--- src/rtl/keypad_pkg.sv ---
package keypad_pkg;

    typedef logic [4:0] key_code_t;

    // keypad matrix size
    localparam int NUM_ROWS = 4;
    localparam int NUM_COLS = 4;

    // scan and debounce timing kept short for simulation
    localparam int SCAN_DIV = 16;
    localparam int SCAN_CNT_W = $clog2(SCAN_DIV);
    localparam int DEBOUNCE_TICKS = 3;
    localparam int DEB_CNT_W = $clog2(DEBOUNCE_TICKS + 1);

    // key queue
    localparam int FIFO_DEPTH = 4;
    localparam int FIFO_PTR_W = $clog2(FIFO_DEPTH);
    localparam int FIFO_CNT_W = $clog2(FIFO_DEPTH + 1);

    // wishbone port
    localparam int WB_ADDR_W = 2;
    localparam int WB_DATA_W = 8;

    localparam logic [WB_ADDR_W-1:0] ADDR_STATUS = 2'd0;
    localparam logic [WB_ADDR_W-1:0] ADDR_DATA = 2'd1;
    localparam logic [WB_ADDR_W-1:0] ADDR_CTRL = 2'd2;

endpackage
--- src/rtl/keypad_top.sv ---
`timescale 1ns/1ps

module keypad_top (
    input  logic                               clk,
    input  logic                               rst,
    input  logic                               wb_cyc,
    input  logic                               wb_stb,
    input  logic                               wb_we,
    input  logic [keypad_pkg::WB_ADDR_W-1:0]   wb_adr,
    input  logic [keypad_pkg::WB_DATA_W-1:0]   wb_dat_i,
    output logic [keypad_pkg::WB_DATA_W-1:0]   wb_dat_o,
    output logic                               wb_ack,
    output logic [keypad_pkg::NUM_COLS-1:0]    column,
    input  logic [keypad_pkg::NUM_ROWS-1:0]    row
);
    import keypad_pkg::*;

    logic                scan_enable;
    logic                alpha;
    logic                tick;
    logic [NUM_ROWS-1:0] row_db; // debounced rows
    key_code_t           key_code;
    logic                key_valid;

    column_scanner u_scanner (
        .clk     (clk),
        .rst     (rst),
        .enable  (scan_enable),
        .row_raw (row),
        .column  (column),
        .tick    (tick)
    );

    for (genvar i = 0; i < NUM_ROWS; i++) begin : g_row
        row_debouncer u_debouncer (
            .clk     (clk),
            .rst     (rst),
            .tick    (tick),
            .row_in  (row[i]),
            .row_out (row_db[i])
        );
    end

    button_decoder u_decoder (
        .clk       (clk),
        .rst       (rst),
        .alpha     (alpha),
        .pulse     (tick),
        .row       (row_db),
        .column    (column),
        .button    (key_code),
        .key_valid (key_valid)
    );

    keypad_wb_regs u_regs (
        .clk         (clk),
        .rst         (rst),
        .wb_cyc      (wb_cyc),
        .wb_stb      (wb_stb),
        .wb_we       (wb_we),
        .wb_adr      (wb_adr),
        .wb_dat_i    (wb_dat_i),
        .wb_dat_o    (wb_dat_o),
        .wb_ack      (wb_ack),
        .key_code    (key_code),
        .key_valid   (key_valid),
        .alpha       (alpha),
        .scan_enable (scan_enable)
    );

endmodule

--- src/rtl/keypad_wb_regs.sv ---
`timescale 1ns/1ps

module keypad_wb_regs (
    input  logic                               clk,
    input  logic                               rst,
    input  logic                               wb_cyc,
    input  logic                               wb_stb,
    input  logic                               wb_we,
    input  logic [keypad_pkg::WB_ADDR_W-1:0]   wb_adr,
    input  logic [keypad_pkg::WB_DATA_W-1:0]   wb_dat_i,
    output logic [keypad_pkg::WB_DATA_W-1:0]   wb_dat_o,
    output logic                               wb_ack,
    input  keypad_pkg::key_code_t              key_code,
    input  logic                               key_valid,
    output logic                               alpha,
    output logic                               scan_enable
);
    import keypad_pkg::*;

    logic [1:0]            ctrl;
    logic                  overflow;
    key_code_t             fifo_mem [FIFO_DEPTH];
    logic [FIFO_PTR_W-1:0] rd_ptr, wr_ptr;
    logic [FIFO_CNT_W-1:0] count;
    logic                  req, rd_req, wr_req;
    logic                  fifo_empty, fifo_full;
    logic                  do_push, do_pop;

    assign req = wb_cyc && wb_stb && !wb_ack; // one ack per request
    assign rd_req = req && !wb_we;
    assign wr_req = req && wb_we;

    assign fifo_empty = (count == '0);
    assign fifo_full = (count == FIFO_CNT_W'(FIFO_DEPTH));
    assign do_push = key_valid && !fifo_full;
    assign do_pop = rd_req && (wb_adr == ADDR_DATA) && !fifo_empty;

    assign alpha = ctrl[0];
    assign scan_enable = ctrl[1];

    always_ff @(posedge clk, posedge rst) begin
        if (rst) begin
            wb_ack <= 1'b0;
            ctrl <= '0;
            overflow <= 1'b0;
            rd_ptr <= '0;
            wr_ptr <= '0;
            count <= '0;
        end else begin
            wb_ack <= req;
            if (wr_req && wb_adr == ADDR_CTRL) begin
                ctrl <= wb_dat_i[1:0];
            end

            // a new drop wins over a status read in the same cycle
            if (key_valid && fifo_full) begin
                overflow <= 1'b1;
            end else if (rd_req && wb_adr == ADDR_STATUS) begin
                overflow <= 1'b0;
            end

            if (do_push) wr_ptr <= wr_ptr + 1'b1;
            if (do_pop) rd_ptr <= rd_ptr + 1'b1;
            case ({do_push, do_pop})
                2'b10:   count <= count + 1'b1;
                2'b01:   count <= count - 1'b1;
                default: count <= count;
            endcase
        end
    end

    always_ff @(posedge clk) begin
        if (do_push) begin
            fifo_mem[wr_ptr] <= key_code;
        end
        if (rd_req) begin
            case (wb_adr)
                ADDR_STATUS: wb_dat_o <= WB_DATA_W'({count, overflow, !fifo_empty});
                ADDR_DATA:   wb_dat_o <= fifo_empty ? '0 : WB_DATA_W'(fifo_mem[rd_ptr]);
                ADDR_CTRL:   wb_dat_o <= WB_DATA_W'(ctrl);
                default:     wb_dat_o <= '0;
            endcase
        end
    end

endmodule

--- src/rtl/button_decoder.sv ---
`timescale 1ns/1ps

module button_decoder (
    input  logic                              clk,
    input  logic                              rst,
    input  logic                              alpha,
    input  logic                              pulse,
    input  logic [keypad_pkg::NUM_ROWS-1:0]   row,    // debounced rows
    input  logic [keypad_pkg::NUM_COLS-1:0]   column,
    output keypad_pkg::key_code_t             button,
    output logic                              key_valid
);
    import keypad_pkg::*;

    logic      d1, d2, q2;       // any-row edge detector
    logic      push, push_n;     // press seen since last pulse
    logic [4:0] sticky, sticky_n; // press history with the newest in msb
    logic      rising;
    key_code_t button_n;

    always_ff @(posedge clk, posedge rst) begin
        if (rst) begin
            d2 <= 1'b0;
            q2 <= 1'b0;
            push <= 1'b0;
            sticky <= '0;
            button <= '0;
            key_valid <= 1'b0;
        end else begin
            d2 <= d1;
            q2 <= d2;
            push <= push_n;
            sticky <= sticky_n;
            button <= button_n;
            key_valid <= rising; // lines up with the registered code
        end
    end

    always_comb begin
        d1 = |row;

        if (d2 && !q2) begin
            push_n = 1'b1;
        end else if (pulse) begin
            push_n = 1'b0;
        end else begin
            push_n = push;
        end

        sticky_n = pulse ? {push, sticky[4:1]} : sticky;

        // only a press after a quiet history counts as new
        rising = pulse && (sticky_n == 5'b10000);
    end

    always_comb begin
        button_n = button;
        if (rising) begin
            if (alpha) begin
                case (column)
                    4'b1000: case (row)
                        4'b1000: button_n = 5'd19;
                        4'b0100: button_n = 5'd23;
                        4'b0010: button_n = 5'd27;
                        4'b0001: button_n = 5'd31;
                        default: button_n = button;
                    endcase
                    4'b0100: case (row)
                        4'b1000: button_n = 5'd18;
                        4'b0100: button_n = 5'd22;
                        4'b0010: button_n = 5'd26;
                        4'b0001: button_n = 5'd30;
                        default: button_n = button;
                    endcase
                    4'b0010: case (row)
                        4'b1000: button_n = 5'd17;
                        4'b0100: button_n = 5'd21;
                        4'b0010: button_n = 5'd25;
                        4'b0001: button_n = 5'd10;
                        default: button_n = button;
                    endcase
                    4'b0001: case (row)
                        4'b1000: button_n = 5'd16;
                        4'b0100: button_n = 5'd20;
                        4'b0010: button_n = 5'd24;
                        4'b0001: button_n = 5'd29;
                        default: button_n = button;
                    endcase
                    default: button_n = button;
                endcase
            end else begin
                case (column)
                    4'b1000: case (row)
                        4'b1000: button_n = 5'd12;
                        4'b0100: button_n = 5'd13;
                        4'b0010: button_n = 5'd14;
                        4'b0001: button_n = 5'd15;
                        default: button_n = button;
                    endcase
                    4'b0100: case (row)
                        4'b1000: button_n = 5'd9;
                        4'b0100: button_n = 5'd6;
                        4'b0010: button_n = 5'd3;
                        4'b0001: button_n = 5'd11;
                        default: button_n = button;
                    endcase
                    4'b0010: case (row)
                        4'b1000: button_n = 5'd8;
                        4'b0100: button_n = 5'd5;
                        4'b0010: button_n = 5'd2;
                        4'b0001: button_n = 5'd10;
                        default: button_n = button;
                    endcase
                    4'b0001: case (row)
                        4'b1000: button_n = 5'd7;
                        4'b0100: button_n = 5'd4;
                        4'b0010: button_n = 5'd1;
                        4'b0001: button_n = 5'd0;
                        default: button_n = button;
                    endcase
                    default: button_n = button;
                endcase
            end
        end
    end

endmodule

--- src/rtl/row_debouncer.sv ---
`timescale 1ns/1ps

module row_debouncer (
    input  logic clk,
    input  logic rst,
    input  logic tick,
    input  logic row_in,
    output logic row_out
);
    import keypad_pkg::*;

    logic                 sync_1;
    logic                 sync_2;
    logic [DEB_CNT_W-1:0] stable_cnt; // ticks the input has differed from row_out

    always_ff @(posedge clk, posedge rst) begin
        if (rst) begin
            sync_1 <= 1'b0;
            sync_2 <= 1'b0;
            stable_cnt <= '0;
            row_out <= 1'b0;
        end else begin
            sync_1 <= row_in;
            sync_2 <= sync_1;
            if (tick) begin
                if (sync_2 == row_out) begin
                    stable_cnt <= '0; // no change or a glitch restarts the count
                end else if (stable_cnt == DEB_CNT_W'(DEBOUNCE_TICKS - 1)) begin
                    row_out <= sync_2;
                    stable_cnt <= '0;
                end else begin
                    stable_cnt <= stable_cnt + 1'b1;
                end
            end
        end
    end

endmodule

--- src/rtl/column_scanner.sv ---
`timescale 1ns/1ps

module column_scanner (
    input  logic                              clk,
    input  logic                              rst,
    input  logic                              enable,
    input  logic [keypad_pkg::NUM_ROWS-1:0]   row_raw,
    output logic [keypad_pkg::NUM_COLS-1:0]   column,
    output logic                              tick
);
    import keypad_pkg::*;

    logic [SCAN_CNT_W-1:0] div_cnt;
    logic                  div_wrap;

    assign div_wrap = (div_cnt == SCAN_CNT_W'(SCAN_DIV - 1));

    always_ff @(posedge clk, posedge rst) begin
        if (rst) begin
            div_cnt <= '0;
            tick <= 1'b0;
            column <= NUM_COLS'(1);
        end else if (!enable) begin
            // park on the first column while idle
            div_cnt <= '0;
            tick <= 1'b0;
            column <= NUM_COLS'(1);
        end else begin
            tick <= div_wrap;
            if (div_wrap) begin
                div_cnt <= '0;
            end else begin
                div_cnt <= div_cnt + 1'b1;
            end

            // stay on this column while a key in it is down
            if (tick && !(|row_raw)) begin
                column <= {column[NUM_COLS-2:0], column[NUM_COLS-1]};
            end
        end
    end

endmodule

--- config.mk ---
export PLATFORM = sky130hd
export DESIGN_NAME = keypad_top
export DESIGN_NICKNAME = d
export VERILOG_FILES = /design/src/rtl/keypad_pkg.sv /design/src/rtl/keypad_top.sv /design/src/rtl/keypad_wb_regs.sv /design/src/rtl/button_decoder.sv /design/src/rtl/row_debouncer.sv /design/src/rtl/column_scanner.sv
export SDC_FILE = /design/constraint.sdc
export NUM_CORES = 1
export LEC_CHECK = 0
export BUFFER_PORTS_ARGS = -buffer_cell sky130_fd_sc_hd__buf_2
export CORE_UTILIZATION = 50
export CTS_BUF_LIST = sky130_fd_sc_hd__clkbuf_16
export CTS_CLUSTER_SIZE = 10
export DETAILED_ROUTE_END_ITERATION = 6
export PLACE_DENSITY = 0.69
export SLEW_MARGIN = 10
export SYNTH_ARGS = -nofsm -noshare
export SYNTH_HDL_FRONTEND = slang
export SYNTH_SLANG_ARGS = --single-unit
export TNS_END_PERCENT = 20
--- constraint.sdc ---
create_clock -name clk -period 3.3 [get_ports clk]
set_clock_uncertainty 0.15 [all_clocks]
set_input_delay 0.165 -clock clk [delete_from_list [all_inputs] [get_ports clk]]
set_output_delay 0.165 -clock clk [all_outputs]
set_load 0.02 [all_outputs]
==> impl_metrics.env, run 1 <==
export IMPL_synthTopCellsByArea="dfrtp_1 36%, edfxtp_1 21%, mux2_2 4.3%, mux4_2 3.1%, xnor2_1 2.4%"
export IMPL_syn2layout_area_growth_pct=14.8
export IMPL_irDropWorstVdd_mv=0.273
export IMPL_slew_viol_final=0
export IMPL_async_reset_ff_share_pct=67.9
export IMPL_start_util_pct=52.8
export IMPL_crit_type="in -> reg"
export IMPL_cp_num_buf_inv=4
export IMPL_cts_sinks=78
export IMPL_dr_pass1_iters=4
export IMPL_fp_dieH_um=87.4
export IMPL_grt_start_max_net_pins=54
export IMPL_clk_latency_ns=0.33
export IMPL_clockBufferDepth=2
export IMPL_critPathSlowestCell="dlygate4sd3_1"
export IMPL_synth_area_um2=3650
export IMPL_cp_top_family="buffers and inverters"
export IMPL_n_antenna_cell=0
export IMPL_wl_um=6250
export IMPL_first_global_vias=2221
export IMPL_drive_gt1_share_pct=19.3
export IMPL_slew_headroom_pct=32.3
export IMPL_die_w_um=87.4
export IMPL_cts_resized=0
export IMPL_path_cells="dlygate4sd3_1 -> buf_2 -> nand3b_1 -> nor2_1 -> buf_4 -> and3_1 -> ha_1 -> inv_1 -> fa_1 -> xor2_1 -> nor2_1 -> xor2_1"
export IMPL_ys_seq_area_share_pct=57.0
export IMPL_wl_per_cell_um=14.5
export IMPL_tightestPinTransition_ns=1.01
export IMPL_clkSlewWorstSetupHoldPaths_ns=0.06
export IMPL_hold_slack_ns=0.0436
export IMPL_leakage_uw=0.00177
export IMPL_r2r_end="u_regs.count[2]"
export IMPL_cts_tree="done"
export IMPL_die_area_um2=7640
export IMPL_end_kind="register"
export IMPL_hold_viol_final=0
export IMPL_ys_types=55
export IMPL_yosysTopAreaCell="dfrtp_1"
export IMPL_overflow=0
export IMPL_tns_ns=0
export IMPL_cp_arrival_ns=2.49
export IMPL_fillers=566
export IMPL_synth_area_per_cell_um2=11.9
export IMPL_period_minus_slack_ns=2.39
export IMPL_cts_root_buf="clkbuf_16"
export IMPL_synth_enable_flop_cells=25
export IMPL_startpoint_type="input port"
export IMPL_yosysWarnings=0
export IMPL_rsz0062_at_grt="no"
export IMPL_ys_ff_latch=78
export IMPL_antenna_found_initial=0
export IMPL_hold_path_end="u_regs.overflow"
export IMPL_status="finished, final reports clean"
export IMPL_core_area_um2=6910
export IMPL_drtIter0Drc=189
export IMPL_htreeDepth=3
export IMPL_antenna_left=0
export IMPL_postSynthCellCount=306
export IMPL_hp_start="wb_adr[1]"
export IMPL_grt_pass1_wl_um=10500
export IMPL_yosys_most_used_dff="dfrtp_1"
export IMPL_finalSetupViolCount=0
export IMPL_cp_required_ns=3.41
export IMPL_hpwl_um=4080
export IMPL_min_delay_path_class="in -> reg"
export IMPL_fin_crit_sh_pct=72.3
export IMPL_fmax_mhz=419
export IMPL_grt_total_usage_pct=18.6
export IMPL_numCtsBuffers=9
export IMPL_fin_nets=357
export IMPL_io_buffers=22
export IMPL_slowest_delay_ns=0.52
export IMPL_worstPathMaxFanout=6
export IMPL_pin_count=32
export IMPL_r2r_start="u_regs.wb_ack"
export IMPL_rrSetupSlack_ns=0.92
export IMPL_reg2reg_depth=10
export IMPL_hold_depth=3
export IMPL_post_cts_buffers=0
export IMPL_viasPerCell=5.32
export IMPL_drv_cap=0
export IMPL_rows=30
export IMPL_synth_top_area_share_pct=35.7
export IMPL_drc_errors=0
export IMPL_place_gp_congestion=0.820
export IMPL_p_per_area_nw_per_um2=604
export IMPL_via_count=2297
worst max path at each step:
stage,start,end,slack [ns],cells past startpoint
after detailed placement,u_regs.wb_ack,u_regs.count[2],0.91,10
after floorplan,u_regs.wb_ack,u_regs.count[2],0.88,9
final,wb_cyc,u_regs.count[2],0.91,12
after global placement,u_regs.wb_ack,u_regs.count[2],0.99,10
after CTS,u_regs.wb_ack,u_regs.count[2],0.89,10
after global routing,u_regs.wb_ack,u_regs.count[2],0.70,10
through the flow:
step	instances	area, um2	power, uW	util (%)	setup WS, ns
2_1_floorplan	308	3660	1400	-	0.877
6_report	432	4190	2530	60.7	0.914
3_3_place_gp	406	3750	1450	54.3	0.992
5_1_grt	432	4190	2640	60.7	0.703
3_5_place_dp	406	3750	1460	54.3	0.906
4_1_cts	432	4190	2550	60.6	0.894
timing repair:
item | 4_1_cts | 5_1_grt
endpoints found under the setup margin | 0 | 0
endpoints found under the hold margin | 12 | 0
hold buffers | 10 | 0
tightest hold or removal path, stage by stage:
cell     delay (ns)
buf_2          0.17
o41ai_1        0.10
nand2_1        0.06
logic make-up (layout without fill, tap and decap cells):
| family | count (synthesis) | after routing | synth area share [%] |
|---|---|---|---|
| AO/OA/AOI/OAI | 48 | 48 | 8.26 |
| AND/OR/NAND/NOR | 87 | 87 | 12.7 |
| adder cells (fa/ha/maj) | 7 | 7 | 2.61 |
| XOR/XNOR | 16 | 16 | 3.84 |
| flip-flops | 78 | 78 | 57.0 |
| other | 1 | 3 | 0.103 |
| buffers and inverters | 44 | 72 | 6.31 |
| multiplexers | 25 | 25 | 9.22 |
cells in the final DEF (no fill, tap or decap), types with 10 or more instances in the layout:
cell type / Yosys / layout
dfrtp_1: 52 / 52
edfxtp_1: 25 / 25
inv_1: 22 / 22
buf_2: 7 / 22
nand2_1: 20 / 20
o21ai_0: 17 / 17
nor2_1: 16 / 16
mux2_2: 14 / 14
nand3_1: 10 / 10
nor3_1: 10 / 10
xnor2_1: 10 / 10
clkbuf_16: 0 / 10
dlygate4sd3_1: 0 / 10
area by class of cell:
class / count / area, um2 / area share (%)
well taps: 96 / 120 / 2.87
inverters: 22 / 83.8 / 2.00
clock buffers: 10 / 250 / 5.97
clock inverters: 6 / 83.8 / 2.00
multi-input cells: 186 / 1350 / 32.2
repair buffers: 34 / 225 / 5.38
flip-flops and latches: 78 / 2080 / 49.6
synth_stat cells, drive strengths merged (6+ instances only):
master   n
inv     22
buf     15
nand3   10
o21ai   18
ha       6
nor2    17
edfxtp  25
xor2     6
mux2    16
xnor2   10
nand2   20
dfrtp   52
a21oi    9
clkbuf   7
nor3    10
sequential cells by signal, indices dropped and copies added (netlist names), 2 cells and up:
signal                        count
u_regs.rd_ptr                     2
u_regs.fifo_mem                  20
u_decoder.sticky                  4
g_row.u_debouncer.stable_cnt      8
g_row.u_debouncer.row_out         4
u_regs.wr_ptr                     2
g_row.u_debouncer.sync_1          4
u_regs.count                      3
u_decoder.button                  5
u_scanner.div_cnt                 4
u_scanner.column                  4
g_row.u_debouncer.sync_2          4
u_regs.wb_dat_o                   5
u_regs.ctrl                       2
power by group:
| group | total, uW | switching, uW | leakage [uW] | internal (uW) |
|---|---|---|---|---|
| clock network | 1080 | 375 | 0.000163 | 704 |
| logic | 280 | 130 | 0.000684 | 150 |
| registers | 1170 | 103 | 0.000925 | 1070 |
| total | 2530 | 608 | 0.00177 | 1920 |
per-layer routing:
metal  part of all wire, %  vias to the layer above  global-route usage (%)
li1                      -                     1120                       -
met1                    47                     1111                    24.0
met2                    48                       56                    30.2
met3                   3.6                       10                    4.64
met4                   1.4                        0                    7.45
met5                     0                        -                       0
(Power assumes the default switching activity.)
==> run 2, diff against run 1 <==
--- a/config.mk
+++ b/config.mk
@@ -5,6 +5,7 @@
 export SDC_FILE = /design/constraint.sdc
 export NUM_CORES = 1
 export LEC_CHECK = 0
+export ABC_AREA = 1
 export BUFFER_PORTS_ARGS = -buffer_cell sky130_fd_sc_hd__buf_2
 export CORE_UTILIZATION = 50
 export CTS_BUF_LIST = sky130_fd_sc_hd__clkbuf_16
==> constraint.sdc (replaced) <==
create_clock -name clk -period 2.5 [get_ports clk]
set_clock_uncertainty 0.15 [all_clocks]
set_input_delay 0.125 -clock clk [delete_from_list [all_inputs] [get_ports clk]]
set_output_delay 0.125 -clock clk [all_outputs]
set_load 0.02 [all_outputs]
==> impl_metrics.env, run 2 <==
export IMPL_clkPwrFrac_pct=39.1
export IMPL_fmax_mhz=436
export IMPL_fin_crit_sh_pct=91.8
export IMPL_place_gp_congestion=0.878
export IMPL_dr_pass1_iters=5
export IMPL_io_buffers=22
export IMPL_crit_type="in -> reg"
export IMPL_mostFrequentLayoutCells="78 x nand2_1, 54 x inv_1, 53 x dfrtp_1"
export IMPL_path_common_cell="inv_1"
export IMPL_viasPerCell=5.06
export IMPL_fillers=582
export IMPL_wl_per_cell_um=12.9
export IMPL_rsz0062_at_grt="no"
export IMPL_first_global_vias=2560
export IMPL_core_area_um2=6910
export IMPL_async_reset_ff_share_pct=68.4
export IMPL_drtIter0Drc=142
export IMPL_yosysWarnings=0
export IMPL_yosysTopAreaCell="dfrtp_1"
export IMPL_die_w_um=87.1
export IMPL_grt_pass1_wl_um=11300
export IMPL_min_delay_path_class="in -> reg"
export IMPL_n_antenna_cell=0
export IMPL_multi_input_area_um2=1250
export IMPL_cts_tree="done"
export IMPL_hpwl_um=4610
export IMPL_fp_dieH_um=87.1
export IMPL_antenna_found_initial=0
export IMPL_ys_seq_area_share_pct=58.1
export IMPL_synth_enable_flop_cells=25
export IMPL_ys_types=35
export IMPL_fin_nets=441
export IMPL_path_cells="dlygate4sd3_1 -> buf_2 -> nand2_1 -> nor2_1 -> inv_1 -> nor2_1 -> nand2_2 -> inv_1 -> ha_1 -> inv_1 -> fa_1 -> a21oi_1 -> o21ai_0 -> xor2_1"
export IMPL_irDropWorstVdd_mv=0.563
export IMPL_pwr_share_comb_pct=15.8
export IMPL_synth_area_per_cell_um2=9.62
export IMPL_synth_commonest_cells="78 x nand2_1, 54 x inv_1, 53 x dfrtp_1, 29 x o21ai_0, 28 x nor2_1"
export IMPL_tightestPinTransition_ns=0.678
export IMPL_drive_gt1_share_pct=16.9
export IMPL_overflow=0
export IMPL_reg_top3="u_regs.fifo_mem x20, g_row.u_debouncer.stable_cnt x8"
export IMPL_finalSetupViolCount=0
export IMPL_end_kind="register"
export IMPL_final_common_cell="nand2_1"
export IMPL_rows=30
export IMPL_cp_arrival_ns=2.35
export IMPL_yosys_most_used_dff="dfrtp_1"
export IMPL_postSynthCellCount=376
export IMPL_p_per_area_nw_per_um2=870
export IMPL_clkSlewWorstSetupHoldPaths_ns=0.06
export IMPL_period_minus_slack_ns=2.29
export IMPL_start_util_pct=52.4
export IMPL_cp_required_ns=2.55
export IMPL_clockBufferDepth=2
export IMPL_leakage_uw=0.00196
export IMPL_slowest_delay_ns=0.52
export IMPL_status="finished, final reports clean"
export IMPL_antenna_left=0
export IMPL_synthTopCellsByArea="dfrtp_1 37%, edfxtp_1 21%, nand2_1 8.1%, inv_1 5.6%, o21ai_0 4.0%"
export IMPL_critPathSlowestCell="dlygate4sd3_1"
export IMPL_syn2layout_area_growth_pct=18.1
export IMPL_pin_count=32
export IMPL_wl_um=6660
export IMPL_regArea_um2=2100
export IMPL_largest_register_ffs=20
export IMPL_cts_resized=0
export IMPL_drc_errors=0
export IMPL_switching_share_pct=27.8
export IMPL_intPower_uw=2690
export IMPL_grt_start_max_net_pins=32
export IMPL_cts_sinks=79
export IMPL_synth_area_um2=3620
export IMPL_slew_viol_final=0
export IMPL_slew_headroom_pct=54.8
export IMPL_tns_ns=0
export IMPL_die_area_um2=7580
export IMPL_startpoint_type="input port"
export IMPL_worstPathMaxFanout=3
export IMPL_hold_viol_final=0
export IMPL_synth_most_common_cell="nand2_1"
export IMPL_switchingPower_uw=1030
export IMPL_drv_cap=0
export IMPL_synth_top_area_share_pct=36.7
export IMPL_htreeDepth=3
export IMPL_regMostFlops="u_regs.fifo_mem"
export IMPL_via_count=2610
export IMPL_cts_root_buf="clkbuf_16"
export IMPL_clk_latency_ns=0.33
export IMPL_numCtsBuffers=9
export IMPL_hold_slack_ns=0.0384
export IMPL_ys_ff_latch=79
export IMPL_grt_total_usage_pct=19.9
export IMPL_pwr_share_seq_pct=45.1
-- run 2: cell types whose count changed after synthesis, moves of 6 or more --
cell | before | now
xnor2_1 | 10 | 1
nand2_1 | 20 | 78
a21oi_1 | 9 | 16
nor2_2 | 1 | 7
o21ai_0 | 17 | 29
mux2_2 | 14 | 0
nor2_1 | 16 | 28
nand2_2 | 0 | 8
nor3_1 | 10 | 1
nand3_1 | 10 | 22
inv_1 | 22 | 54
-- run 2: cell families (layout without fill, tap and decap cells) --
group | after synthesis | count (layout) | share of synthesized area [%]
AND/OR/NAND/NOR | 158 | 158 | 20.4
flip-flops | 79 | 79 | 58.1
buffers and inverters | 65 | 107 | 7.44
AO/OA/AOI/OAI | 60 | 60 | 9.79
adder cells (fa/ha/maj) | 7 | 7 | 2.63
XOR/XNOR | 6 | 6 | 1.45
other | 1 | 3 | 0.104
-- run 2: path summary, 6_finish.rpt --
path,start,endpoint,slack [ns],cells past startpoint
setup / recovery,wb_stb,u_regs.count[2],0.21,14
hold / removal,wb_adr[1],u_regs.wb_dat_o[0],0.04,2
setup reg to reg,u_regs.count[0],u_regs.count[2],0.24,10
hold reg to reg,g_row[1].u_debouncer.sync_1,g_row[1].u_debouncer.sync_2,0.20,0
max in group asynchronous,rst,u_scanner.column[0],1.26,4
min in group asynchronous,rst,u_regs.overflow,0.29,3
-- run 2: per-layer routing --
layer  part of all wire, %  vias up  track usage (%)  wire [um]
li1                      -     1298                -          -
met1                    45     1227             24.6       2970
met2                    49       75             33.4       3280
met3                   4.5       10             4.27        302
met4                   1.5        0             9.39        102
met5                     0        -                0          0
-- run 2: area by class of cell --
| cell class | instances | area share [%] |
|---|---|---|
| clock buffers | 9 | 5.27 |
| clock inverters | 7 | 2.64 |
| inverters | 55 | 4.83 |
| multi-input cells | 234 | 29.3 |
| flip-flops and latches | 79 | 49.2 |
| well taps | 96 | 2.81 |
| repair buffers | 36 | 5.92 |
-- run 2: metrics by stage --
stage	cells	utilization [%]	power (uW)	worst slack (ns)	cell area (um2)
CTS	516	61.9	3750	0.232	4270
floorplan	378	-	2110	0.132	3620
global placement	490	55.5	2230	0.328	3830
global route	516	61.9	3910	0.00880	4270
detailed placement	490	55.5	2260	0.265	3830
finish	516	61.9	3720	0.206	4270
-- run 2: repair_timing --
item / 4_1_cts / 5_1_grt
endpoints found under the hold margin: 39 / 0
setup buffers: 0 / 0
hold buffers: 10 / 0
-- run 2: power by group through the flow --
stage / clock network (uW) / logic [uW] / registers [uW]
global route: 1530 / 678 / 1700
finish: 1450 / 589 / 1680
CTS: 1480 / 590 / 1670
detailed placement: 0 / 569 / 1690
global placement: 0 / 544 / 1690
floorplan: 0 / 484 / 1630
-- run 2: worst max-delay path: cells and delay by family --
kind / cells / cell delay, ns
buf+inv: 5 / 0.85
fa+ha+maj: 2 / 0.52
simple gates: 4 / 0.44
compound gates: 2 / 0.24
xor+xnor: 1 / 0.15
==> run 3, diff against run 2 <==
--- a/config.mk
+++ b/config.mk
@@ -6,7 +6,9 @@
 export NUM_CORES = 1
 export LEC_CHECK = 0
 export ABC_AREA = 1
+export ABC_CLOCK_PERIOD_IN_PS = 2500
 export BUFFER_PORTS_ARGS = -buffer_cell sky130_fd_sc_hd__buf_2
+export CORE_ASPECT_RATIO = 1.2
 export CORE_UTILIZATION = 50
 export CTS_BUF_LIST = sky130_fd_sc_hd__clkbuf_16
 export CTS_CLUSTER_SIZE = 10
==> impl_metrics.env, run 3 (same netlist as run 2, synthesis figures left out) <==
export IMPL_status="finished, final reports clean"
export IMPL_slew_headroom_pct=58.7
export IMPL_core_area_um2=6900
export IMPL_switchingPower_uw=997
export IMPL_clk_latency_ns=0.33
export IMPL_die_area_um2=7580
export IMPL_cp_required_ns=2.56
export IMPL_min_delay_path_class="in -> reg"
export IMPL_hp_start="wb_adr[1]"
export IMPL_startpoint_type="input port"
export IMPL_total_power_uw=3470
export IMPL_dr_pass1_iters=4
export IMPL_rows=33
export IMPL_tightestPinTransition_ns=0.619
export IMPL_post_cts_buffers=0
export IMPL_r2r_start="u_regs.wb_ack"
export IMPL_irDropWorstVdd_mv=0.548
export IMPL_clkPwrFrac_pct=35.5
export IMPL_hold_depth=2
export IMPL_worstPathMaxFanout=3
export IMPL_intPower_uw=2470
export IMPL_pwr_share_seq_pct=48.2
export IMPL_end_kind="register"
export IMPL_rsz0062_at_grt="no"
export IMPL_clockBufferDepth=2
export IMPL_fp_dieH_um=95.2
export IMPL_period_minus_slack_ns=2.35
export IMPL_place_gp_congestion=0.848
export IMPL_die_w_um=79.6
export IMPL_drc_errors=0
export IMPL_clkSlewWorstSetupHoldPaths_ns=0.06
export IMPL_drv_cap=0
export IMPL_fin_cells=507
export IMPL_via_count=2564
export IMPL_pin_count=32
export IMPL_n_antenna_cell=0
export IMPL_viasPerCell=5.06
export IMPL_tns_ns=0
export IMPL_fin_crit_sh_pct=93.9
export IMPL_syn2layout_area_growth_pct=16.3
export IMPL_numCtsBuffers=9
export IMPL_cts_sinks=79
export IMPL_cts_tree="done"
export IMPL_overflow=0
export IMPL_hold_viol_final=0
export IMPL_r2r_end="u_regs.count[2]"
export IMPL_rrSetupSlack_ns=0.22
export IMPL_switching_share_pct=28.8
export IMPL_p_per_area_nw_per_um2=824
export IMPL_wl_um=6370
export IMPL_wl_per_cell_um=12.6
export IMPL_hold_path_end="u_regs.wb_dat_o[0]"
export IMPL_hpwl_um=4440
export IMPL_slew_viol_final=0
export IMPL_grt_start_max_net_pins=30
export IMPL_drive_gt1_share_pct=16.2
export IMPL_grt_pass1_wl_um=11100
export IMPL_fin_nets=441
export IMPL_cts_resized=0
export IMPL_finalSetupViolCount=0
export IMPL_grt_total_usage_pct=19.6
export IMPL_largest_register_ffs=20
export IMPL_dp_cells=481
export IMPL_mostFrequentLayoutCells="78 x nand2_1, 55 x inv_1, 53 x dfrtp_1"
export IMPL_fmax_mhz=426
export IMPL_final_common_cell="nand2_1"
export IMPL_cp_arrival_ns=2.40
export IMPL_io_buffers=22
export IMPL_drtIter0Drc=118
export IMPL_htreeDepth=3
export IMPL_pwr_share_comb_pct=16.3
export IMPL_leakage_uw=0.00194
export IMPL_antenna_found_initial=0
export IMPL_regMostFlops="u_regs.fifo_mem"
export IMPL_crit_type="in -> reg"
export IMPL_start_util_pct=52.5
export IMPL_reg_top3="u_regs.fifo_mem x20, g_row.u_debouncer.stable_cnt x8"
export IMPL_cts_root_buf="clkbuf_16"
export IMPL_first_global_vias=2619
export IMPL_reg2reg_depth=11
export IMPL_antenna_left=0
==> run 3: metal layers <==
metal	part of all wire [%]	global-route usage [%]	routed length [um]	up-vias
met1	42	21.4	2690	1199
met2	52	34.4	3290	48
met5	0	0	0	-
li1	-	-	-	1299
met3	2.7	3.83	173	18
met4	3.4	12.6	218	0
==> run 3: final cells by class <==
type | count | area, um2
inverter | 55 | 206
tap | 87 | 109
clock buffer | 9 | 225
fill | 571 | 2690
multi-input combinational | 234 | 1250
clock inverter | 7 | 57.6
timing repair buffer | 36 | 253
sequential | 79 | 2100
==> run 3: power groups by stage <==
stage          Sequential [uW]  Clock, uW  Combinational (uW)
2_1_floorplan             1630          0                 484
3_3_place_gp              1690          0                 545
3_5_place_dp              1690          0                 558
4_1_cts                   1670       1250                 575
5_1_grt                   1700       1300                 667
6_report                  1670       1230                 566
==> run 3: critical path: stages <==
cell and delay [ns]:
dlygate4sd3_1 0.53, buf_2 0.10, nand2_1 0.04, nor2_1 0.16, inv_1 0.08, nor2_1 0.18
nand2_2 0.09, inv_1 0.09, ha_1 0.15, inv_1 0.07, fa_1 0.37, a21oi_1 0.14
o21ai_0 0.11, xor2_1 0.16
==> run 3: how the worst max path moves through the flow <==
stage / start / endpoint / slack [ns] / depth (start not counted)
finish: wb_stb / u_regs.count[2] / 0.15 / 14
CTS: wb_stb / u_regs.count[2] / 0.19 / 14
global placement: u_regs.wb_ack / u_regs.count[2] / 0.30 / 11
detailed placement: u_regs.wb_ack / u_regs.count[2] / 0.24 / 11
floorplan: u_regs.wb_ack / u_regs.count[2] / 0.13 / 11
global route: wb_stb / u_regs.count[2] / 0.002 / 14
==> run 3: per-stage QoR <==
stage                     setup slack, ns  hold slack [ns]  utilization (%)  instance area, um2
after CTS                           0.192           0.0142             61.0                4210
after detailed placement            0.242           0.0920             55.5                3820
after floorplan                     0.132          0.00643                -                3620
after global placement              0.305           0.0895             55.5                3820
final                               0.152           0.0312             61.0                4210
after global routing              0.00151           0.0286             61.0                4210
==> run 3: repair_timing <==
action                                 in CTS  in global routing
endpoints found under the hold margin      37                  0
setup endpoints to repair                   0                  0
hold buffers                               10                  0
